## config.mk

```make
export PLATFORM = sky130hd
export DESIGN_NAME = mem_config_regs
export DESIGN_NICKNAME = d
export VERILOG_FILES = /design/src/common/sbus_pkg.sv /design/src/memory/mem_config_regs.sv
export SDC_FILE = /design/constraint.sdc
export NUM_CORES = 1
export LEC_CHECK = 0
export BUFFER_PORTS_ARGS = -buffer_cell sky130_fd_sc_hd__buf_2
export CELL_PAD_IN_SITES_DETAIL_PLACEMENT = 0
export CELL_PAD_IN_SITES_GLOBAL_PLACEMENT = 1
export CORE_ASPECT_RATIO = 1.75
export CORE_MARGIN = 2
export CORE_UTILIZATION = 19
export DETAILED_ROUTE_END_ITERATION = 16
export PLACE_DENSITY_LB_ADDON = 0.1
export SYNTH_ARGS = -nofsm -noshare
export SYNTH_HDL_FRONTEND = slang
export SYNTH_SLANG_ARGS = --single-unit
```

## constraint.sdc

```tcl
create_clock -name sbus_clk -period 0.8 [get_ports sbus_clk]
set_input_delay 0 -clock sbus_clk [delete_from_list [all_inputs] [get_ports sbus_clk]]
set_output_delay 0 -clock sbus_clk [all_outputs]
set_load 0.02 [all_outputs]
```

## src/common/sbus_pkg.sv

```systemverilog
package sbus_pkg;

  // Data word and physical address widths
  localparam int word_bits = 36;
  localparam int pa_bits = 22;

  // Word index inside the internal memory, 1024 words
  localparam int mem_adr_bits = 10;

  // Address bits above the memory index, compared against the config base
  localparam int base_bits = pa_bits - mem_adr_bits;

  // Field positions in the diagnostic config word
  localparam int cfg_enable_bit = 0;
  localparam int cfg_force_par_bit = 1;
  localparam int cfg_base_lsb = 4;

  // Config after reset or memory reset
  localparam logic [base_bits-1:0] cfg_reset_base = '0;
  localparam logic cfg_reset_enable = 1'b1;

  // Request kinds decoded from the S bus levels
  typedef enum logic [1:0] {
    op_read,
    op_write,
    op_diag_read,
    op_diag_write
  } mem_op_e;

  // Memory controller states
  typedef enum logic [2:0] {
    st_idle,
    st_respond,
    st_read_words,
    st_write_words,
    st_diag_read
  } mem_state_e;

endpackage

```

## src/memory/mem_config_regs.sv

```systemverilog
`timescale 1ns/1ps

module mem_config_regs (
  input  logic                           sbus_clk,
  input  logic                           reset,
  input  logic                           sbus_mem_reset,
  input  logic                           cfg_wr,
  input  logic [sbus_pkg::word_bits-1:0] cfg_wdata,
  output logic [sbus_pkg::word_bits-1:0] cfg_word
);

  import sbus_pkg::*;

  logic                 enable_q;
  logic                 force_par_q;
  logic [base_bits-1:0] base_q;

  // Fields load from a diag write word in the same positions they read back
  always_ff @(posedge sbus_clk) begin
    if (reset || sbus_mem_reset) begin
      enable_q    <= cfg_reset_enable;
      force_par_q <= 1'b0;
      base_q      <= cfg_reset_base;
    end else if (cfg_wr) begin
      enable_q    <= cfg_wdata[cfg_enable_bit];
      force_par_q <= cfg_wdata[cfg_force_par_bit];
      base_q      <= cfg_wdata[cfg_base_lsb +: base_bits];
    end
  end

  // Pack fields, unused bits read as zero
  always_comb begin
    cfg_word                              = '0;
    cfg_word[cfg_enable_bit]              = enable_q;
    cfg_word[cfg_force_par_bit]           = force_par_q;
    cfg_word[cfg_base_lsb +: base_bits]   = base_q;
  end

endmodule

```

# Word-level counts from Yosys, hierarchy flattened
# Index checks and enable logic that the tools add are counted.
[word_totals] register_bits=14 in_bits=40 output_inout_bits=36 elab_cells=4
[classes] n_reduce_logical=1
[ops] op="logical OR 1 bit" n=1

# Depth between registers and ports, before layout
[depth] ltp_word=1 mapped_depth=4 mapped_depth_nobuf=2

# Worst setup path before layout
# Ideal clock, no wire load.
[synth_timing] path_kind="register to register" start="reg enable_q (netlist name)" end="reg enable_q" setup_time_ps=120 t_arrival_ps=601 required_time_ps=680 setup_slack_ps=79 path_stages_with_launch=3 n_path_buf=0 synth_period_minus_slack_ps=721 path_cell_list="dfxtp_1 nor2b_1 a211o_1"
[synth_rtl] element="to (signal assigned)" line_no="mem_config_regs.sv:21" source="enable_q <= cfg_reset_enable;"
[synth_rtl] element="to (signal assigned)" line_no="mem_config_regs.sv:25" source="enable_q <= cfg_wdata[cfg_enable_bit];"
[synth_rtl] element="to (decl)" line_no="mem_config_regs.sv:14" source="logic enable_q;"

==> impl_metrics.csv <==
group,metric,value,unit
floorplanning,die_width,49.8,um
detailed_routing,post_drt_via_cell_ratio,3.30,
global_route,first_global_vias,488,
global_route,grt_start_max_net_pins,16,
synth,post-synth-top-area-cell,"sky130_fd_sc_hd__dfxtp_1",
critical_path,cp-start-kind,"flip-flop",
critical_path,critPathArrivalTime,0.90,ns
critical_path,cp_slowest_stage_delay,0.30,ns
finish,final_cell_count_no_fill,155,
floorplanning,num_rows,29,
critical_path,class_of_the_most_critical_setup_path,"reg2reg",
sta,period_minus_slack,0.758,ns
finish,multi_input_gate_area,283,um^2
clocking,tritoncts,"built",
finish,num_antenna_cells,0,
sta,report.final.slew_viol_count,0,
finish,fillers,429,
outcome,violations,"hold timing",
global_route,grt_first_pass_wirelength,2190,um
outcome,run_status,"finished, violations left",
clocking,clk_root_buffer_cell,"sky130_fd_sc_hd__clkbuf_8",
critical_path,worst_path_max_delay_cell,"sky130_fd_sc_hd__dfxtp_1",
global_route,gr-usage-all-layers,0.0701,
finish,number_of_nets_at_the_end_of_the_flow,150,
synth,netlist_instances,72,
clocking,clock_path_buffers,2,
detailed_routing,detailroute.via_count,512,
critical_path,path_cells,"nor2b_1 > a211o_1",
finish,post_route_cells_drive_above_1_share,0.321,
floorplanning,boundaryPins,76,
sta,fin_tns_setup,0,ns
floorplanning,core_region_area,3560,um^2
finish,footprint_of_the_flip_flops_and_latches,280,um^2
critical_path,critical_path_buf_inv_count,0,
power,max-vdd-ir-drop,455,uV
sta,rsz0062_at_grt,"false",
hold_path,hold_path.class,"in2reg",
clocking,tritoncts.num_buffers,3,
detailed_routing,number_of_remaining_drc_errors,0,
critical_path,crit_start,"enable_q",
sta,finalHoldViolCount,2,
detailed_routing,drtAntennaViolNets,0,
hold_path,timing.hold.worst.start,"cfg_wdata[4]",
global_route,met3_usage,0.0302,
place,place_congestion,0.533,
global_route,global_route.usage.met2,0.105,
power,total_leakage_power,0.490,nW
global_route,grt.met1_usage,0.0761,
global_route,grt_remaining_overflow,0,
place,postPlaceCellArea,783,um^2
detailed_routing,post_drt_wl_per_cell,8.72,um
clocking,clk_latency,0.24,ns
sta,setup_viol,0,
synth,ys_seq_elements,14,
finish,utilization,0.260,
critical_path,critical_path_required,0.94,ns
detailed_routing,drt_iter0_markers,12,
place,pre_cts_setup_slack,-0.0205,ns
synth,post_synth_num_cell_types,10,
global_route,antenna_found_initial,0,
sta,timing.final.ws_setup,0.0418,ns
clocking,post_cts_clock_slew_at_the_launch_and_capture_registers_of_the_worst_setup_and_hold_paths,0.06,ns
place,detailed_place_hpwl,1030,um
sta,final_min_period_over_clock_period,0.948,
synth,synth_top_area_frac,0.401,
clocking,cts.sink_count,14,
job,maxCapViolCount,0,
synth,post_synth_instance_area,698,um^2
finish,final_cell_mix,"sky130_fd_sc_hd__buf_2 (29), sky130_fd_sc_hd__conb_1 (22), sky130_fd_sc_hd__dfxtp_1 (14)",
sta,post_route_hold_slack,-0.00378,ns
clocking,post-cts-setup-buffer-count,0,
detailed_routing,drt_pre_antenna_iters,2,
place,placement.io_buffers,31,
detailed_routing,finalWirelength,1350,um
critical_path,critical_path.reg2reg.startpoint,"enable_q",
synth,biggest_area_contributors_in_the_synthesized_netlist,"sky130_fd_sc_hd__dfxtp_1 (40%), sky130_fd_sc_hd__buf_4 (28%), sky130_fd_sc_hd__mux2i_1 (19%)",
place,placed_cells,143,
critical_path,worstPathMaxFanout,2,
floorplanning,die_area,4190,um^2
sta,fmax,1.32,GHz
floorplanning,die_height,84.2,um
floorplanning,initial_core_util,0.196,
sta,fin_skew,0,ns
synth,yosys_warnings,0,
finish,mostFrequentLayoutCell,"sky130_fd_sc_hd__buf_2",
finish,stdcell_area,926,um^2
synth,register_area_share_after_synthesis,0.401,
clocking,clock_tree.htree_level_count,1,
global_route,global_route.peak_usage_layer,"met2",
critical_path,worst_setup_path_end_kind,"flip-flop",
critical_path,crit_family,"flip-flops",
finish,syn2layout_area_growth,32.6,%
synth,avgSynthCellArea,9.70,um^2
power,powerDensity,1860,nW/um^2
## worst paths after layout
kind	endpoint	slack, ns	depth (start not counted)
max	enable_q	0.04	2
min	base_q[0]	-0.004	3
max reg2reg	enable_q	0.04	2
min reg2reg	base_q[10]	0.49	2
## registers in the layout (all words and copies together), names as in the netlist
| register | count |
|---|---|
| base_q | 12 |
| force_par_q | 1 |
| enable_q | 1 |
## worst reg2reg max path, stage by stage (launching register included)
cell                      delay, ns
sky130_fd_sc_hd__dfxtp_1       0.30
sky130_fd_sc_hd__nor2b_1       0.12
sky130_fd_sc_hd__a211o_1       0.23
## where the power goes
| part | leakage [nW] | switching (mW) | internal (mW) |
|---|---|---|---|
| Clock | 0.0288 | 0.258 | 0.436 |
| Combinational | 0.347 | 0.189 | 0.111 |
| Sequential | 0.114 | 0.0102 | 0.721 |
| Total | 0.490 | 0.457 | 1.27 |
## metrics by stage
step	hold slack [ns]	total power, mW
after floorplan	0.122	1.04
after global placement	0.223	1.02
after detailed placement	0.219	1.02
after CTS	0.00114	1.75
after global routing	0.0165	1.82
final	-0.00378	1.72
## Yosys cell counts
master,instances
sky130_fd_sc_hd__or2_0,1
sky130_fd_sc_hd__dfxtp_1,14
sky130_fd_sc_hd__buf_4,26
sky130_fd_sc_hd__buf_2,1
sky130_fd_sc_hd__conb_1,1
sky130_fd_sc_hd__clkbuf_8,1
sky130_fd_sc_hd__nor2b_1,1
sky130_fd_sc_hd__mux2i_1,13
sky130_fd_sc_hd__a211o_1,1
sky130_fd_sc_hd__nor2_1,13
## cell type report
cell class                 instances  area share
sequential                        14       0.303
multi-input combinational         51       0.305
timing repair buffer              40       0.270
clock buffer                       4      0.0595
tap                               46      0.0622
## per-layer routing
metal,wire (um),vias up
met5,0,-
met2,660,31
met4,41,0
li1,-,253
met3,146,5
met1,504,223
## cell families (layout without fill, tap and decap cells)
logic type / after synthesis / in the layout / synth area share
DFF: 14 / 14 / 0.401
buffers and inverters: 28 / 44 / 0.306
and+or+nand+nor: 15 / 15 / 0.0878
AOI/OAI and AO/OA: 1 / 1 / 0.0125
other: 1 / 22 / 0.00537
muxes: 13 / 13 / 0.186
## repair_timing
action                     in CTS  in global routing
hold buffers                    9                  0
gates resized for setup         0                  1
hold endpoints to repair        9                  0
setup endpoints to repair       0                  2
No activity file was read; power rests on OpenSTA's default activity.
