**src/common/sbus_pkg.sv**
```systemverilog
package sbus_pkg;

  // Data word and physical address widths
  localparam int word_bits = 36;
  localparam int pa_bits = 22;

  // Word index inside the internal memory, 1024 words
  localparam int mem_adr_bits = 10;

  // Address bits above the memory index, compared against the config base
  localparam int base_bits = pa_bits - mem_adr_bits;

  // Field positions in the diagnostic config word
  localparam int cfg_enable_bit = 0;
  localparam int cfg_force_par_bit = 1;
  localparam int cfg_base_lsb = 4;

  // Config after reset or memory reset
  localparam logic [base_bits-1:0] cfg_reset_base = '0;
  localparam logic cfg_reset_enable = 1'b1;

  // Request kinds decoded from the S bus levels
  typedef enum logic [1:0] {
    op_read,
    op_write,
    op_diag_read,
    op_diag_write
  } mem_op_e;

  // Memory controller states
  typedef enum logic [2:0] {
    st_idle,
    st_respond,
    st_read_words,
    st_write_words,
    st_diag_read
  } mem_state_e;

endpackage

```
**src/memory/mem_ctrl.sv**
```systemverilog
`timescale 1ns/1ps

module mem_ctrl (
  input  logic                                     sbus_clk,
  input  logic                                     reset,
  input  logic [sbus_pkg::pa_bits-1:0]              sbus_adr,
  input  logic                                     sbus_adr_par,
  input  logic [3:0]                               sbus_rq,
  input  logic                                     sbus_rd_rq,
  input  logic                                     sbus_wr_rq,
  input  logic                                     sbus_diag,
  input  logic                                     sbus_start_a,
  input  logic                                     sbus_start_b,
  input  logic                                     sbus_mem_reset,
  input  logic [sbus_pkg::word_bits-1:0]            sbus_d_out,
  input  logic                                     sbus_data_par_out,
  input  logic                                     sbus_dv_a_out,
  input  logic                                     sbus_dv_b_out,
  output logic                                     sbus_ackn_a,
  output logic                                     sbus_ackn_b,
  output logic                                     sbus_adr_par_err,
  output logic                                     sbus_error,
  output logic                                     sbus_dv_a_in,
  output logic                                     sbus_dv_b_in,
  output logic [sbus_pkg::word_bits-1:0]            sbus_d_in,
  output logic                                     sbus_data_par_in,
  input  logic [sbus_pkg::word_bits-1:0]            cfg_word,
  output logic                                     cfg_wr,
  output logic [sbus_pkg::word_bits-1:0]            cfg_wdata,
  output logic [sbus_pkg::mem_adr_bits-1:0]         arr_adr,
  output logic                                     arr_we,
  output logic [sbus_pkg::word_bits-1:0]            arr_wdata,
  output logic                                     arr_wpar,
  input  logic [sbus_pkg::word_bits-1:0]            arr_rdata,
  input  logic                                     arr_rpar
);

  import sbus_pkg::*;

  mem_state_e                state;
  mem_op_e                   req_op;
  mem_op_e                   op_q;
  logic                      ctrl_reset;
  logic                      start;
  logic                      req_valid;
  logic                      adr_par_ok;
  logic                      hit;
  logic                      port_b_q;
  logic                      src_cfg_q;
  logic [mem_adr_bits-3:0]   qw_q;
  logic [1:0]                ptr_q;
  logic [3:0]                left_q;
  logic [3:0]                left_next;
  logic [1:0]                first_word;
  logic                      wr_stb;
  logic                      step;

  // First masked word at or after a start position, wrapping in the quadword
  function automatic logic [1:0] next_word(input logic [1:0] from, input logic [3:0] mask);
    logic [1:0] w;
    next_word = from;
    // Search downward so the nearest set bit wins
    for (int i = 3; i >= 0; i--) begin
      w = from + 2'(i);
      if (mask[w]) begin
        next_word = w;
      end
    end
  endfunction

  // Memory reset acts like reset on this block
  assign ctrl_reset = reset | sbus_mem_reset;

  assign start     = sbus_start_a | sbus_start_b;
  assign req_valid = sbus_rd_rq | sbus_wr_rq;

  always_comb begin
    if (sbus_diag) begin
      req_op = sbus_wr_rq ? op_diag_write : op_diag_read;
    end else begin
      req_op = sbus_wr_rq ? op_write : op_read;
    end
  end

  // Address is checked the cycle after start, once the hold register has it
  assign adr_par_ok = ^{sbus_adr, sbus_adr_par};

  // Diag cycles are always answered so a disabled memory can be set up again
  assign hit = (op_q == op_diag_read) || (op_q == op_diag_write) ||
               (cfg_word[cfg_enable_bit] &&
                sbus_adr[pa_bits-1:mem_adr_bits] == cfg_word[cfg_base_lsb +: base_bits]);

  assign first_word = next_word(sbus_adr[1:0], sbus_rq);
  assign left_next  = left_q & ~(4'b0001 << ptr_q);

  // Write strobes count only on the port that started
  assign wr_stb = port_b_q ? sbus_dv_b_out : sbus_dv_a_out;

  assign step = (state == st_read_words) ||
                (state == st_write_words && wr_stb && op_q == op_write);

  always_ff @(posedge sbus_clk) begin
    if (ctrl_reset) begin
      state            <= st_idle;
      sbus_ackn_a      <= 1'b0;
      sbus_ackn_b      <= 1'b0;
      sbus_adr_par_err <= 1'b0;
      sbus_dv_a_in     <= 1'b0;
      sbus_dv_b_in     <= 1'b0;
      src_cfg_q        <= 1'b0;
    end else begin
      // Responses are single cycle pulses
      sbus_ackn_a      <= 1'b0;
      sbus_ackn_b      <= 1'b0;
      sbus_adr_par_err <= 1'b0;
      sbus_dv_a_in     <= 1'b0;
      sbus_dv_b_in     <= 1'b0;
      case (state)
        st_idle: begin
          if (start && req_valid) begin
            state <= st_respond;
          end
        end
        st_respond: begin
          if (!adr_par_ok) begin
            sbus_adr_par_err <= 1'b1;
            state            <= st_idle;
          end else if (!hit) begin
            // Out of range, stay silent
            state <= st_idle;
          end else begin
            sbus_ackn_a <= ~port_b_q;
            sbus_ackn_b <= port_b_q;
            src_cfg_q   <= (op_q == op_diag_read);
            case (op_q)
              op_read:       state <= (sbus_rq == 4'b0) ? st_idle : st_read_words;
              op_write:      state <= (sbus_rq == 4'b0) ? st_idle : st_write_words;
              op_diag_read:  state <= st_diag_read;
              default:       state <= st_write_words;
            endcase
          end
        end
        st_read_words: begin
          // Array word for ptr_q lands together with this strobe
          sbus_dv_a_in <= ~port_b_q;
          sbus_dv_b_in <= port_b_q;
          if (left_next == 4'b0) begin
            state <= st_idle;
          end
        end
        st_diag_read: begin
          sbus_dv_a_in <= ~port_b_q;
          sbus_dv_b_in <= port_b_q;
          state        <= st_idle;
        end
        st_write_words: begin
          if (wr_stb && (op_q == op_diag_write || left_next == 4'b0)) begin
            state <= st_idle;
          end
        end
        default: state <= st_idle;
      endcase
    end
  end

  // Request payload and the word pointer
  always_ff @(posedge sbus_clk) begin
    if (state == st_idle && start) begin
      op_q     <= req_op;
      port_b_q <= sbus_start_b;
    end
    if (state == st_respond) begin
      qw_q   <= sbus_adr[mem_adr_bits-1:2];
      ptr_q  <= first_word;
      left_q <= sbus_rq;
    end else if (step) begin
      ptr_q  <= next_word(ptr_q + 2'd1, left_next);
      left_q <= left_next;
    end
  end

  // Array port, read address leads the strobe by one cycle
  assign arr_adr   = {qw_q, ptr_q};
  assign arr_we    = (state == st_write_words) && wr_stb && (op_q == op_write);
  assign arr_wdata = sbus_d_out;
  assign arr_wpar  = sbus_data_par_out ^ cfg_word[cfg_force_par_bit];

  // Config write from a diag write strobe
  assign cfg_wr    = (state == st_write_words) && wr_stb && (op_q == op_diag_write);
  assign cfg_wdata = sbus_d_out;

  // Read data from the array or the config word
  assign sbus_d_in        = src_cfg_q ? cfg_word : arr_rdata;
  assign sbus_data_par_in = src_cfg_q ? ^cfg_word : arr_rpar;

  // No internal fault sources here
  assign sbus_error = 1'b0;

  // Acknowledge excludes the address error and lasts one cycle
  a_ack_pulse: assert property (@(posedge sbus_clk) disable iff (ctrl_reset)
    (sbus_ackn_a || sbus_ackn_b) |-> !sbus_adr_par_err ##1 !(sbus_ackn_a || sbus_ackn_b));

  // A read strobe is never issued from idle
  a_no_idle_strobe: assert property (@(posedge sbus_clk) disable iff (ctrl_reset)
    (sbus_dv_a_in || sbus_dv_b_in) |-> $past(state) != st_idle);

endmodule

```
**config.mk**
```make
export PLATFORM = sky130hd
export DESIGN_NAME = mem_ctrl
export DESIGN_NICKNAME = d
export VERILOG_FILES = /design/src/common/sbus_pkg.sv /design/src/memory/mem_ctrl.sv
export SDC_FILE = /design/constraint.sdc
export NUM_CORES = 1
export LEC_CHECK = 0
export BUFFER_PORTS_ARGS = -buffer_cell sky130_fd_sc_hd__buf_4
export CORE_AREA = 2 2 105 107
export DETAILED_ROUTE_END_ITERATION = 7
export DIE_AREA = 0 0 107 109
export GPL_ROUTABILITY_DRIVEN = 0
export GPL_TIMING_DRIVEN = 0
export PLACE_DENSITY = 0.69
export SETUP_SLACK_MARGIN = 0.3
export SYNTH_ARGS = -nofsm -noshare
export SYNTH_HDL_FRONTEND = slang
export SYNTH_SLANG_ARGS = --single-unit
export TNS_END_PERCENT = 100
```
**constraint.sdc**
```tcl
create_clock -name sbus_clk -period 2.9 [get_ports sbus_clk]
set_clock_uncertainty 0.1 [all_clocks]
set_input_delay 0.145 -clock sbus_clk [delete_from_list [all_inputs] [get_ports sbus_clk]]
set_output_delay 0.145 -clock sbus_clk [all_outputs]
set_load 0.005 [all_outputs]
```
Word level (Yosys, flattened, before mapping)
Index checks and enable logic that the tools add are counted.
{"block": "classes", "n_addsub": 7, "order_cmp": 8, "eq_ne": 11, "shifts": 1, "muxes": 44, "bitwise_logic": 11, "reduce_logical": 24}
{"op": "36-bit 2-to-1 mux", "n": 1}
{"op": "36-bit XOR reduction", "n": 1}
{"op": "2-bit 2-to-1 mux", "n": 13}
{"op": "2-bit by 3-bit < comparator with 1-bit output, second input constant", "n": 8}
{"op": "23-bit XOR reduction", "n": 1}
{"op": "1-bit binary-select mux with 2-bit select", "n": 8}
{"op": "3-bit 2-to-1 mux", "n": 5}
{"op": "1-bit 2-to-1 mux", "n": 13}
{"op": "12-bit equality test", "n": 1}
{"op": "3-bit one-hot mux with 4 select lines", "n": 1}
{"op": "3-bit one-hot mux with 3 select lines", "n": 1}
{"op": "2-bit adder, second input constant", "n": 4}
{"op": "4-bit zero test", "n": 2}
{"op": "4-bit 2-to-1 mux", "n": 2}
{"op": "1-bit logical AND", "n": 7}
{"op": "2-bit by 1-bit adder with 2-bit output, second input constant", "n": 3}
{"op": "3-bit by 2-bit equality test with 1-bit output, second input constant", "n": 2}
{"op": "3-bit AND reduction", "n": 2}
{"op": "2-bit OR reduction", "n": 3}
{"op": "1-bit NOT", "n": 5}
{"op": "4-bit AND", "n": 1}
{"op": "2-bit equality test, second input constant", "n": 2}
{"op": "1-bit logical OR", "n": 4}
{"op": "2-bit != test, second input constant", "n": 2}
{"op": "other kinds (12)", "n": 14}
{"block": "word_totals", "reg_bits": 26, "inputBits": 147, "out_inout_bits": 128, "word_cells": 118}

Longest topological paths before layout
{"block": "logic_depth", "depth_word": 11, "ltp_mapped": 10, "ltp_nobuf": 8}

Worst setup path after synthesis
Ideal clock, no wire load.
{"block": "synth_path", "kind": "register to register", "start": "register ptr_q[0] (netlist name)", "end": "register ptr_q[0], enable pin", "setup_time_ps": 311, "t_arrival_ps": 1846, "required_ps": 2489, "slack_ps": 643, "stages_incl_launch_ff": 11, "n_path_buf": 2, "period_less_slack_ps": 2257, "path_cell_list": "edfxtp_1 > clkbuf_1 > inv_1 > ha_1 > nand2b_1 > clkbuf_1 > nand3_1 > o31ai_1 > a21oi_1 > a21oi_1 > a21boi_0"}
{"item": "end signal, assigned", "line_no": "mem_ctrl.sv:174", "source": "ptr_q <= first_word;"}
{"item": "end signal, assigned", "line_no": "mem_ctrl.sv:177", "source": "ptr_q <= next_word(ptr_q + 2'd1, left_next);"}
{"item": "end, declared", "line_no": "mem_ctrl.sv:51", "source": "logic [1:0] ptr_q;"}

Worst setup path after layout
{"block": "layout_path", "start": "register src_cfg_q", "end": "output port sbus_d_in[27] (netlist bit)"}
{"block": "layout_between", "elab_chain_len": 1}
{"item": "start, declared", "line_no": "mem_ctrl.sv:49", "source": "logic src_cfg_q;"}
{"item": "start signal, assigned", "line_no": "mem_ctrl.sv:134", "source": "src_cfg_q <= (op_q == op_diag_read);"}
{"item": "36-bit 2-to-1 mux", "line_no": "mem_ctrl.sv:193", "source": "assign sbus_d_in = src_cfg_q ? cfg_word : arr_rdata;"}
{"item": "end, declared", "line_no": "mem_ctrl.sv:25", "source": "output logic [sbus_pkg::word_bits-1:0] sbus_d_in,"}
No other way between the ends.

==> results.ini <==
[outcome]
status = completed

[setup_path]
crit_buf_inv = 3
crit_required_ps = 2650
setup.worst_path.class = flip-flop to output port
critPathSlowestCell = clkbuf_1
critPathLaunchType = flip-flop
worst_setup_path_end_kind = output port
cp.arrival_ps = 2100
cp_slowest_stage_delay_ps = 480
crit_chain = clkbuf_1 > buf_1 > mux2_2 > buf_4
path_max_fanout = 10
critical_path.top_delay_family = buffers and inverters

[floorplanning]
dieWidth_um = 107
std_cell_rows = 38
die-area_um2 = 11700
initial_core_util_pct = 27.7
num_io_pins = 275
die_h_um = 109
core_um2 = 10600

[logic_synthesis]
synth-seq-cells = 26
synth_edf_count = 17
yosys_warnings = 0
ys.flop_type = edfxtp_1
syn_nets = 474
seq_area_frac_synth_pct = 23.5
syn-mean-instance-area_um2 = 9.10
async_reset_ff_share_pct = 0
ys_types = 37
syn_area_um2 = 2940
synthCells = 323

[clock_tree]
cts_setup_buffers = 0
clock_path_buffers = 2
numClockSinks = 26
cts.clk_slew.worst_paths_ps = 90
cts_tree = done
cts-buffers-inserted = 3
clock_latency_ps = 270
cts-root-buf = clkbuf_8
htree_num_levels = 1

[timing]
rsz0062_at_grt = false
slew_viol_final = 0
finalCritPeriodShare_pct = 80.9
setup_ws_ps = 553
worst_slew_pin_slew_ps = 786
final.setup.tns_ps = 0
holdWs_ps = 75.2
relSlewSlack_pct = 47.2
fmax_mhz = 426
period_minus_slack_ps = 2350
finalHoldViolations = 0
setup_viol = 0

[layout]
nFillCells = 1004
area_delta_synth_final_pct = 72.6
final_nets = 727
diodes = 0
layout_common_cells = buf_4 (310), xnor2_1 (52), mux2_2 (37)
drive_above_1_share_pct = 61.7
postLayoutCellArea_um2 = 5070
layoutNonFillerInstCount = 715
final_common_cell = buf_4

[power]
powerDensity_nw_per_um2 = 296
pwr-share-comb_pct = 53.2
seq_power_share_pct = 28.9
p_leak_nw = 2.39
sw_frac_of_total_pct = 29.2
switchingPower_w = 0.000439
p_clk_share_pct = 17.9
irDropWorstVdd_mv = 0.164
p_int_w = 0.00106

[grt]
grt_usage_pct = 17.9
antenna_found_initial = 0
grt_pass1_wl_um = 16300
grt_pass1_vias = 3135
grt_max_degree = 18
grt_overflow_total = 0

[run]
maxCapViolCount = 0

[place]
port_buffers = 237
dp_hpwl_um = 10100
post_dp_cell_area_um2 = 4890
place_inst = 700
dp_slack_ps = 372

[route]
drt-initial-drc-count = 100
drc = 0
totalWireLength_um = 11300
avgRoutedWirePerCell_um = 15.8
first_pass_iters = 4
via_count = 3118
vias_per_cell = 4.36
antenna_left = 0

[min_path]
hold_class = input port to flip-flop

synth_stat cells (all sizes together) (6+ instances only):
master	count	area, um^2
xor2	15	131
mux2	37	417
o21ai	11	55.1
nor2	15	56.3
edfxtp	17	510
nor4	6	37.5
nand2b	8	50.1
clkbuf	7	26.3
inv	7	26.3
xnor2	52	455
dfxtp	9	180
buf	74	552
a21oi	9	48.8
nand2	15	56.3
path summary, 6_finish.rpt:
check,slack [ps],startpoint,cells after the start,endpoint
max,550,src_cfg_q,4,sbus_d_in[27]
min,80,reset,4,state[0]
max reg2reg,580,ptr_q[0],10,ptr_q[0]
min reg2reg,440,state[0],2,sbus_adr_par_err
worst reg2reg max path, delay by kind of cell, from the launching register on:
kind | cells | cell delay [ps]
simple gates | 2 | 260
fa+ha+maj | 1 | 210
buf+inv | 3 | 550
compound gates | 4 | 500
flops | 1 | 420
layout make-up:
cell class                      count  area [um^2]  area share (%)
Multi-Input combinational cell    209         1650            32.4
Sequential cell                    26          691            13.6
Clock buffer                        4         66.3            1.31
Inverter                            7         26.3           0.518
Tap cell                          140          175            3.45
Buffer                             81          581            11.4
Timing Repair Buffer              248         1890            37.2
state kept, by name, indices dropped and copies added, names as in the netlist:
| register | cells |
|---|---|
| sbus_adr_par_err | 1 |
| sbus_dv_a_in | 1 |
| sbus_ackn_b | 1 |
| sbus_ackn_a | 1 |
| src_cfg_q | 1 |
| state | 3 |
| op_q | 2 |
| qw_q | 8 |
| left_q | 4 |
| ptr_q | 2 |
| sbus_dv_b_in | 1 |
| port_b_q | 1 |
logic make-up after synthesis:
kind of cell / after synthesis / synth area share (%)
AO/OA/AOI/OAI: 36 / 7.62
XOR/XNOR: 69 / 21.5
adder cells (fa/ha/maj): 4 / 1.70
buffers and inverters: 88 / 20.6
flip-flops: 26 / 23.5
multiplexers: 40 / 15.2
other: 1 / 0.128
AND/OR/NAND/NOR: 59 / 9.83
through the flow:
step | utilization (%) | power (W)
finish | 47.9 | 0.00150
global placement | 46.2 | 0.00123
detailed placement | 46.2 | 0.00124
global route | 47.9 | 0.00159
CTS | 47.8 | 0.00152
floorplan | - | 0.000873
power groups by stage:
stage	Combinational (W)	Sequential, W	Clock (W)
after floorplan	0.000433	0.000440	0
after global placement	0.000785	0.000442	0
after detailed placement	0.000797	0.000443	0
after CTS	0.000812	0.000434	0.000273
after global routing	0.000863	0.000437	0.000292
final	0.000798	0.000434	0.000268
layer usage:
| metal | vias up | GRT usage (%) | share of wire [%] |
|---|---|---|---|
| met2 | 125 | 34.9 | 55 |
| met5 | - | 0 | 0 |
| met4 | 0 | 3.62 | 1.0 |
| met1 | 1451 | 19.7 | 37 |
| li1 | 1532 | - | - |
| met3 | 10 | 4.36 | 7.6 |
what timing repair did:
item,CTS,global route
gates resized for setup,0,4
endpoints found under the hold margin,11,0
setup endpoints to repair,0,3
hold buffers,11,0
Note: power is estimated with default switching activity, not from simulation.
