$ cat src/common/sbus_pkg.sv
package sbus_pkg;

  // Data word and physical address widths
  localparam int word_bits = 36;
  localparam int pa_bits = 22;

  // Word index inside the internal memory, 1024 words
  localparam int mem_adr_bits = 10;

  // Address bits above the memory index, compared against the config base
  localparam int base_bits = pa_bits - mem_adr_bits;

  // Field positions in the diagnostic config word
  localparam int cfg_enable_bit = 0;
  localparam int cfg_force_par_bit = 1;
  localparam int cfg_base_lsb = 4;

  // Config after reset or memory reset
  localparam logic [base_bits-1:0] cfg_reset_base = '0;
  localparam logic cfg_reset_enable = 1'b1;

  // Request kinds decoded from the S bus levels
  typedef enum logic [1:0] {
    op_read,
    op_write,
    op_diag_read,
    op_diag_write
  } mem_op_e;

  // Memory controller states
  typedef enum logic [2:0] {
    st_idle,
    st_respond,
    st_read_words,
    st_write_words,
    st_diag_read
  } mem_state_e;

endpackage

$ cat src/design/mt0_translator.sv
`timescale 1ns/1ps

// MBOX to S bus translator, one cable
module mt0_translator (
  input  logic                          sbus_clk,
  input  logic                          reset,

  // MBOX side
  input  logic [sbus_pkg::pa_bits-1:0]   pma,
  input  logic                          sbus_adr_hold,
  input  logic                          mem_adr_par,
  input  logic [3:0]                    mem_rq,
  input  logic                          mem_rd_rq,
  input  logic                          mem_wr_rq,
  input  logic                          mem_diag,
  input  logic                          mem_start_a,
  input  logic                          mem_start_b,
  input  logic                          mem_data_to_mem,
  input  logic [sbus_pkg::word_bits-1:0] mb,
  input  logic                          data_valid_a_out,
  input  logic                          data_valid_b_out,
  input  logic                          diag_mem_reset,
  output logic                          mem_ackn_a,
  output logic                          mem_ackn_b,
  output logic                          mem_adr_par_err,
  output logic                          mem_data_valid_a,
  output logic                          mem_data_valid_b,
  output logic [sbus_pkg::word_bits-1:0] mem_data_in,
  output logic                          mem_par_in,
  output logic                          mem_error,

  // S bus side
  output logic [sbus_pkg::pa_bits-1:0]   sbus_adr,
  output logic                          sbus_adr_par,
  output logic [3:0]                    sbus_rq,
  output logic                          sbus_rd_rq,
  output logic                          sbus_wr_rq,
  output logic                          sbus_diag,
  output logic                          sbus_start_a,
  output logic                          sbus_start_b,
  output logic                          sbus_mem_reset,
  output logic [sbus_pkg::word_bits-1:0] sbus_d_out,
  output logic                          sbus_data_par_out,
  output logic                          sbus_dv_a_out,
  output logic                          sbus_dv_b_out,
  input  logic                          sbus_ackn_a,
  input  logic                          sbus_ackn_b,
  input  logic                          sbus_adr_par_err,
  input  logic                          sbus_error,
  input  logic                          sbus_dv_a_in,
  input  logic                          sbus_dv_b_in,
  input  logic [sbus_pkg::word_bits-1:0] sbus_d_in,
  input  logic                          sbus_data_par_in
);

  logic par_mismatch;

  // Address hold register, loaded on every edge with hold high
  always_ff @(posedge sbus_clk) begin
    if (reset) begin
      sbus_adr <= '0;
    end else if (sbus_adr_hold) begin
      sbus_adr <= pma;
    end
  end

  // Request levels and starts go straight across
  assign sbus_adr_par   = mem_adr_par;
  assign sbus_rq        = mem_rq;
  assign sbus_rd_rq     = mem_rd_rq;
  assign sbus_wr_rq     = mem_wr_rq;
  assign sbus_diag      = mem_diag;
  assign sbus_start_a   = mem_start_a;
  assign sbus_start_b   = mem_start_b;
  assign sbus_mem_reset = diag_mem_reset;

  // Outbound direction, MBOX data and write strobes to memory
  assign sbus_d_out    = mem_data_to_mem ? mb : '0;
  assign sbus_dv_a_out = mem_data_to_mem & data_valid_a_out;
  assign sbus_dv_b_out = mem_data_to_mem & data_valid_b_out;

  // Even parity over the write word
  assign sbus_data_par_out = ^mb;

  // Inbound direction, strobes held low while driving toward memory
  assign mem_data_valid_a = ~mem_data_to_mem & sbus_dv_a_in;
  assign mem_data_valid_b = ~mem_data_to_mem & sbus_dv_b_in;
  assign mem_data_in      = sbus_d_in;
  assign mem_par_in       = sbus_data_par_in;

  // Acknowledge and address error back to MBOX
  assign mem_ackn_a      = sbus_ackn_a;
  assign mem_ackn_b      = sbus_ackn_b;
  assign mem_adr_par_err = sbus_adr_par_err;

  // Check returned parity only while a read word is on the bus
  assign par_mismatch = (mem_data_valid_a | mem_data_valid_b) &
                        ((^sbus_d_in) != sbus_data_par_in);
  assign mem_error    = par_mismatch | sbus_error;

  // MBOX starts one port at a time
  a_single_start: assert property (@(posedge sbus_clk) disable iff (reset)
    !(mem_start_a && mem_start_b));

endmodule

$ cat config.mk
export PLATFORM = sky130hd
export DESIGN_NAME = mt0_translator
export DESIGN_NICKNAME = d
export VERILOG_FILES = /design/src/common/sbus_pkg.sv /design/src/design/mt0_translator.sv
export SDC_FILE = /design/constraint.sdc
export NUM_CORES = 1
export LEC_CHECK = 0
export BUFFER_PORTS_ARGS = -buffer_cell sky130_fd_sc_hd__buf_2
export CORE_AREA = 2 2 91 93
export DETAILED_ROUTE_END_ITERATION = 8
export DIE_AREA = 0 0 93 95
export SLEW_MARGIN = 20
export SYNTH_ARGS = -nofsm -noshare
export SYNTH_HDL_FRONTEND = slang
export SYNTH_SLANG_ARGS = --single-unit
$ cat constraint.sdc
create_clock -name sbus_clk -period 1.6 [get_ports sbus_clk]
set_clock_uncertainty 0.15 [all_clocks]
set_input_delay 0 -clock sbus_clk [delete_from_list [all_inputs] [get_ports sbus_clk]]
set_output_delay 0 -clock sbus_clk [all_outputs]
set_load 0.01 [all_outputs]
# Yosys cells after proc, flatten, opt, wreduce, memory -nomap -nowiden
# Index checks and enable logic that the tools add are counted.
[op_classes]
n_eq_ne = 1
muxes = 1
bitwise = 8
reduce_logical = 2
[op_table]
columns = ["op", "count"]
rows = [
  ["$reduce_xor 36->1", 2],
  ["$mux 36", 1],
  ["$and 1x1->1", 5],
  ["$or 1x1->1", 2],
  ["$ne 1x1->1", 1],
  ["$not 1->1", 1],
]
[totals]
ff_bits = 22
inputBits = 118
output_inout_bits = 115

# Logic depth before layout (Yosys ltp)
# Gate-level depths: netlist (run 1).
[logic_depth]
ltp_word = 5
mapped_depth = 6

# Worst setup path after synthesis (run 1)
# No wires, ideal clock.
[synth_timing]
path_kind = "input port to output port"
startpoint = "in sbus_d_in[14] (netlist name)"
endpoint = "out mem_error"
arrival_time_ns = 1.201
path_slack_ns = 0.249
path_stages = 6
path_cell_list = "xor2_1 -> xnor2_1 -> xnor2_1 -> xnor3_1 -> xnor2_1 -> o21bai_1"
[synth_via]
elab_chain_len = 4
[synth_lines]
columns = ["element", "line", "source"]
rows = [
  ["from (decl)", "mt0_translator.sv:52", "input logic [sbus_pkg::word_bits-1:0] sbus_d_in,"],
  ["$reduce_xor 36->1", "mt0_translator.sv:98", "((^sbus_d_in) != sbus_data_par_in);"],
  ["$ne 1x1->1", "mt0_translator.sv:98", ""],
  ["$and 1x1->1", "mt0_translator.sv:97", "assign par_mismatch = (mem_data_valid_a | mem_data_valid_b) &"],
  ["$or 1x1->1", "mt0_translator.sv:99", "assign mem_error = par_mismatch | sbus_error;"],
  ["to (decl)", "mt0_translator.sv:30", "output logic mem_error,"],
]
# Every way passes these cells.

# Final worst setup path (run 1)
[layout_timing]
startpoint = "in sbus_d_in[4] (netlist name)"
endpoint = "out mem_error"
# The elaborated chain is that of the path after synthesis.

==> results_dict.tcl, run 1 <==
set metrics [dict create \
    status "finished with violations" \
    failed_checks "hold timing" \
    cts_made_buffers 3 \
    ant_nets 0 \
    post_cts_buffers 0 \
    cts.sinks 22 \
    maxSlewHeadroom_pct 68.7 \
    synthSimpleGateAreaFrac_pct 16.4 \
    cts_root_buffer "clkbuf_8" \
    start_util_pct 25.9 \
    timing_worst_setup_path_type "in2out" \
    clk_latency_ns 0.25 \
    fin_area_um2 3380 \
    p_leak_nw 1.76 \
    cap_violations 0 \
    holdWs_ns -0.0110 \
    drive_gt1_share_pct 51.2 \
    period_share_pct 96.4 \
    num_antenna_cells 0 \
    synth-adder-area-share_pct 0 \
    finalCriticalPeriod_ns 1.54 \
    via_count 2139 \
    critical_path_arrival_ns 1.39 \
    setup_viol 0 \
    syn_to_final_growth_pct 64.9 \
    die_height_um 95 \
    yosysSeqAreaShare_pct 21.5 \
    place_ws_ns 0.0162 \
    yosys.area.top_type "xnor2_1" \
    num_rows 33 \
    fillers 814 \
    netlist.area_leader.share_pct 25.6 \
    die_w_um 93 \
    gp_congestion 0.814 \
    hp-class "in2reg" \
    max_freq_ghz 0.648 \
    syn_inst 238 \
    multi_input_area_um2 1270 \
    cp_max_fo 2 \
    nets 543 \
    end_kind "output pin" \
    synthMuxAreaShare_pct 10.7 \
    avgViaCountPerCell 4.04 \
    grt_max_degree 41 \
    grt_pass1_wl_mm 8.93 \
    core-area_um2 7930 \
    top_register "sbus_adr" \
    dr.first_iter.drc_count 22 \
    wl_per_cell_um 12.2 \
    ioPinCount 233 \
    synthTopCellsByArea "xnor2_1, dfxtp_1, buf_4, and2_1, mux2i_1" \
    groute.usage.overall_pct 12.5 \
    synthXorXnorAreaFrac_pct 30.6 \
    hold_violations 12 \
    drc_errors 0 \
    cellPowerDensity_nw_per_um2 665 \
    top_regs "sbus_adr: 22 flops" \
    ys.warnings.count 0 \
    ys_types 12 \
    worst_ep_required_time_ns 1.45 \
    fin_setup_tns_ns 0 \
    synth_compound_area_share_pct 0.366 \
    dpl-instance-area_um2 2790 \
    peakVddDrop_v 0.000604 \
    wl_mm 6.48 \
    p_total_mw 2.25 \
    h-tree-depth 1 \
    rsz0062_at_grt "yes" \
    ff_latch_area_um2 440 \
    syn_area_um2 2050 \
    grt_overflow_total 0 \
    synth.avg_cell_area_um2 8.62 \
    yosys_register_bits 22 \
    first_global_vias 1924 \
    clk_pin_slew_worst_paths_ns 0.08 \
    fin_util_pct 42.7 \
    dieArea_um2 8840 \
    drv_slew 0 \
    clock_path_buffers 2 \
    cts_tree "built" \
    synth_top_family_by_area "XOR/XNOR gates" \
    critPathLaunchType "primary input" \
    syn_nets 356 \
    dr.pass1.iters 4 \
    antenna_found_initial 0 \
    setup_ws_ns 0.0570 \
    worst_pin_slew_ns 0.469 \
    portBuffers 204 \
    largest_reg_flops 22 \
]
power breakdown:
part	total, mW	switching, mW	internal (mW)
logic	1.27	0.571	0.696
clock network	0.386	0.167	0.219
registers	0.596	0.0160	0.580
final timing paths:
check                                 start                         to  slack (ns)  depth (start not counted)
setup reg to reg   sbus_adr[9]$_SDFFE_PP0P_   sbus_adr[9]$_SDFFE_PP0P_        0.30                          3
hold / removal                        reset  sbus_adr[20]$_SDFFE_PP0P_       -0.01                          2
hold reg to reg   sbus_adr[14]$_SDFFE_PP0P_  sbus_adr[14]$_SDFFE_PP0P_        0.35                          2
setup / recovery               sbus_d_in[4]                  mem_error        0.06                          8
layout by cell type, fill, tap and decap left out:
cell | Yosys | final
xnor2_2 | 0 | 4
nor2b_1 | 2 | 2
xnor2_4 | 0 | 2
dlygate4sd3_1 | 0 | 37
buf_2 | 2 | 192
mux2i_1 | 22 | 22
xor2_2 | 0 | 2
buf_4 | 51 | 1
nor2_1 | 23 | 23
dfxtp_1 | 22 | 22
xnor3_1 | 1 | 1
o21bai_1 | 1 | 1
buf_8 | 0 | 2
xor2_1 | 9 | 7
xnor2_1 | 60 | 54
buf_6 | 0 | 10
and2_1 | 38 | 38
clkbuf_8 | 0 | 4
what timing repair did:
item	CTS	global route
hold buffers	37	0
gates resized for setup	0	33
endpoints found under the setup margin	0	1
hold endpoints to repair	36	0
cells by family (layout without fill, tap and decap cells):
family / after synthesis / count (layout)
xor gates and xnor gates: 70 / 70
and+or+nand+nor: 63 / 63
buffers and inverters: 60 / 246
muxes: 22 / 22
DFF: 22 / 22
AOI/OAI and AO/OA: 1 / 1
worst max-delay path: stages:
cell	delay, ns
buf_6	0.11
xnor2_4	0.14
xnor2_2	0.14
xnor2_1	0.23
xnor3_1	0.36
xnor2_1	0.14
o21bai_1	0.13
buf_2	0.15
metal layers:
metal | global-route usage [%] | up-vias | part of all wire (%)
met5 | 0 | - | 0
met1 | 14.7 | 970 | 37
met3 | 2.55 | 4 | 8.5
li1 | - | 1059 | -
met4 | 0.735 | 0 | 0.51
met2 | 24.3 | 106 | 54
synthesized netlist by cell type (all sizes together):
library cell / count
clkbuf: 7
nor2b: 2
o21bai: 1
nor2: 23
mux2i: 22
buf: 53
xnor3: 1
xnor2: 60
xor2: 9
and2: 38
dfxtp: 22
through the flow:
| step | cells | hold slack [ns] |
|---|---|---|
| final | 529 | -0.0110 |
| after floorplan | 238 | -0.0966 |
| after global routing | 529 | 0.00850 |
| after global placement | 488 | -0.150 |
| after CTS | 529 | 0.000998 |
| after detailed placement | 488 | -0.150 |
layout make-up:
class | instances | share of cell area (%)
sequential | 22 | 13.0
tap | 105 | 3.88
clock buffer | 4 | 1.63
timing repair buffer | 242 | 43.8
multi-input combinational | 156 | 37.7
No activity file was read; power rests on OpenSTA's default activity.
==> inputs of run 2 (changes only) <==
Settings changed: CTS_BUF_LIST set to sky130_fd_sc_hd__clkbuf_16.
==> run 2 against run 1 <==
The flow still finishes with violations (hold timing); non-clock buffer count down 1; global-route usage barely moved; clock power up 33%; combinational power about the same; critical endpoint unchanged.
==> results_dict.tcl, run 2 (synthesis results as in run 1) <==
set metrics [dict create \
    via_count 2127 \
    num_antenna_cells 0 \
    die_height_um 95 \
    drc_errors 0 \
    cellPowerDensity_nw_per_um2 699 \
    final_cell_mix "buf_2, xnor2_1, and2_1" \
    syn_to_final_growth_pct 65.6 \
    worst_ep_required_time_ns 1.45 \
    clock_path_buffers 2 \
    worst_pin_slew_ns 0.469 \
    dr.first_iter.drc_count 29 \
    antenna_found_initial 0 \
    drv_slew 0 \
    ant_nets 0 \
    first_global_vias 1933 \
    met2_usage_pct 23.9 \
    end_kind "output pin" \
    finalCriticalPeriod_ns 1.54 \
    placedCellCount 488 \
    hold_violations 4 \
    cts.sinks 22 \
    drive_gt1_share_pct 51.1 \
    fillers 812 \
    die_w_um 93 \
    fin_area_um2 3400 \
    setup_viol 0 \
    largest_reg_flops 22 \
    core-area_um2 7930 \
    holdWs_ns -0.00230 \
    top_register "sbus_adr" \
    grtUsageMet3_pct 2.55 \
    wl_per_cell_um 12.2 \
    hp-class "in2reg" \
    cts_tree "built" \
    timing_worst_setup_path_type "in2out" \
    internal-power_mw 1.61 \
    grt_pass1_wl_mm 8.91 \
    seqPwrFrac_pct 25.1 \
    clk_pin_slew_worst_paths_ns 0.06 \
    num_rows 33 \
    critPathLaunchType "primary input" \
    grt_max_degree 41 \
    avgViaCountPerCell 4.03 \
    use_met1_pct 14.9 \
    period_share_pct 96.5 \
    nets 542 \
    final_common_cell "buf_2" \
    stdcell_count 528 \
    grt_overflow_total 0 \
    wl_mm 6.43 \
    max_freq_ghz 0.648 \
    p_comb_share_pct 53.2 \
    dpl-instance-area_um2 2790 \
    clk_latency_ns 0.25 \
    status "finished with violations" \
    cap_violations 0 \
    cts_root_buffer "clkbuf_16" \
    cp_max_fo 2 \
    ioPinCount 233 \
    fin_util_pct 42.8 \
    h-tree-depth 1 \
    power.switching_uw 768 \
    cts_made_buffers 3 \
    groute.usage.overall_pct 12.5 \
    gp_congestion 0.814 \
    dr.pass1.iters 4 \
    post_cts_buffers 0 \
    peakVddDrop_v 0.000538 \
    gr-max-usage-layer "met2" \
    start_util_pct 25.9 \
    top_regs "sbus_adr: 22 flops" \
    portBuffers 204 \
    switching_share_pct 32.3 \
    failed_checks "hold timing" \
    p_clk_share_pct 21.6 \
    maxSlewHeadroom_pct 68.8 \
    p_leak_nw 1.76 \
    dieArea_um2 8840 \
    rsz0062_at_grt "yes" \
    critical_path_arrival_ns 1.39 \
]
[run 2: through the flow]
step                TNS (ns)  hold WS [ns]  worst slack (ns)  power (mW)
global route         -0.0246        0.0247           -0.0246        2.53
detailed placement         0        -0.150            0.0162        1.74
CTS                        0        0.0109            0.0154        2.35
finish                     0      -0.00230            0.0565        2.38
global placement           0        -0.150            0.0456        1.74
floorplan                  0       -0.0966             0.249        1.41
[run 2: worst paths after layout]
kind,start,to,slack (ns),cells after the start
worst max-delay path,sbus_d_in[4],mem_error,0.06,8
worst min-delay path,reset,sbus_adr[20]$_SDFFE_PP0P_,-0.002,2
worst max register to register,sbus_adr[15]$_SDFFE_PP0P_,sbus_adr[15]$_SDFFE_PP0P_,0.81,2
worst min register to register,sbus_adr[14]$_SDFFE_PP0P_,sbus_adr[14]$_SDFFE_PP0P_,0.34,2
[run 2: critical path, cell delays in order]
cell and delay [ns]:
buf_6 0.11, xnor2_4 0.14, xnor2_2 0.14, xnor2_1 0.23
xnor3_1 0.36, xnor2_1 0.14, o21bai_1 0.13, buf_2 0.15
[run 2: area by class of cell]
type / count / area (um2) / share of cell area [%]
Timing Repair Buffer: 241 / 1470 / 43.3
Clock buffer: 3 / 75.1 / 2.21
Sequential cell: 22 / 440 / 13.0
Clock inverter: 1 / 3.75 / 0.111
Multi-Input combinational cell: 156 / 1270 / 37.5
Tap cell: 105 / 131 / 3.87
[run 2: power groups by stage]
stage          Sequential (mW)  Clock, mW  Combinational [mW]
3_3_place_gp             0.608          0                1.13
6_report                 0.597      0.514                1.26
2_1_floorplan            0.624          0               0.791
5_1_grt                  0.600      0.562                1.37
4_1_cts                  0.597      0.535                1.22
3_5_place_dp             0.609          0                1.14
[run 2: what timing repair did]
item,4_1_cts,5_1_grt
hold endpoints to repair,36,0
setup endpoints to repair,0,1
hold buffers,36,0
gates resized for setup,0,33
[run 2: per-layer routing]
layer	wire length, um	share of wire (%)
met1	2400	37
met3	555	8.6
met5	0	0
met4	44	0.68
met2	3430	53
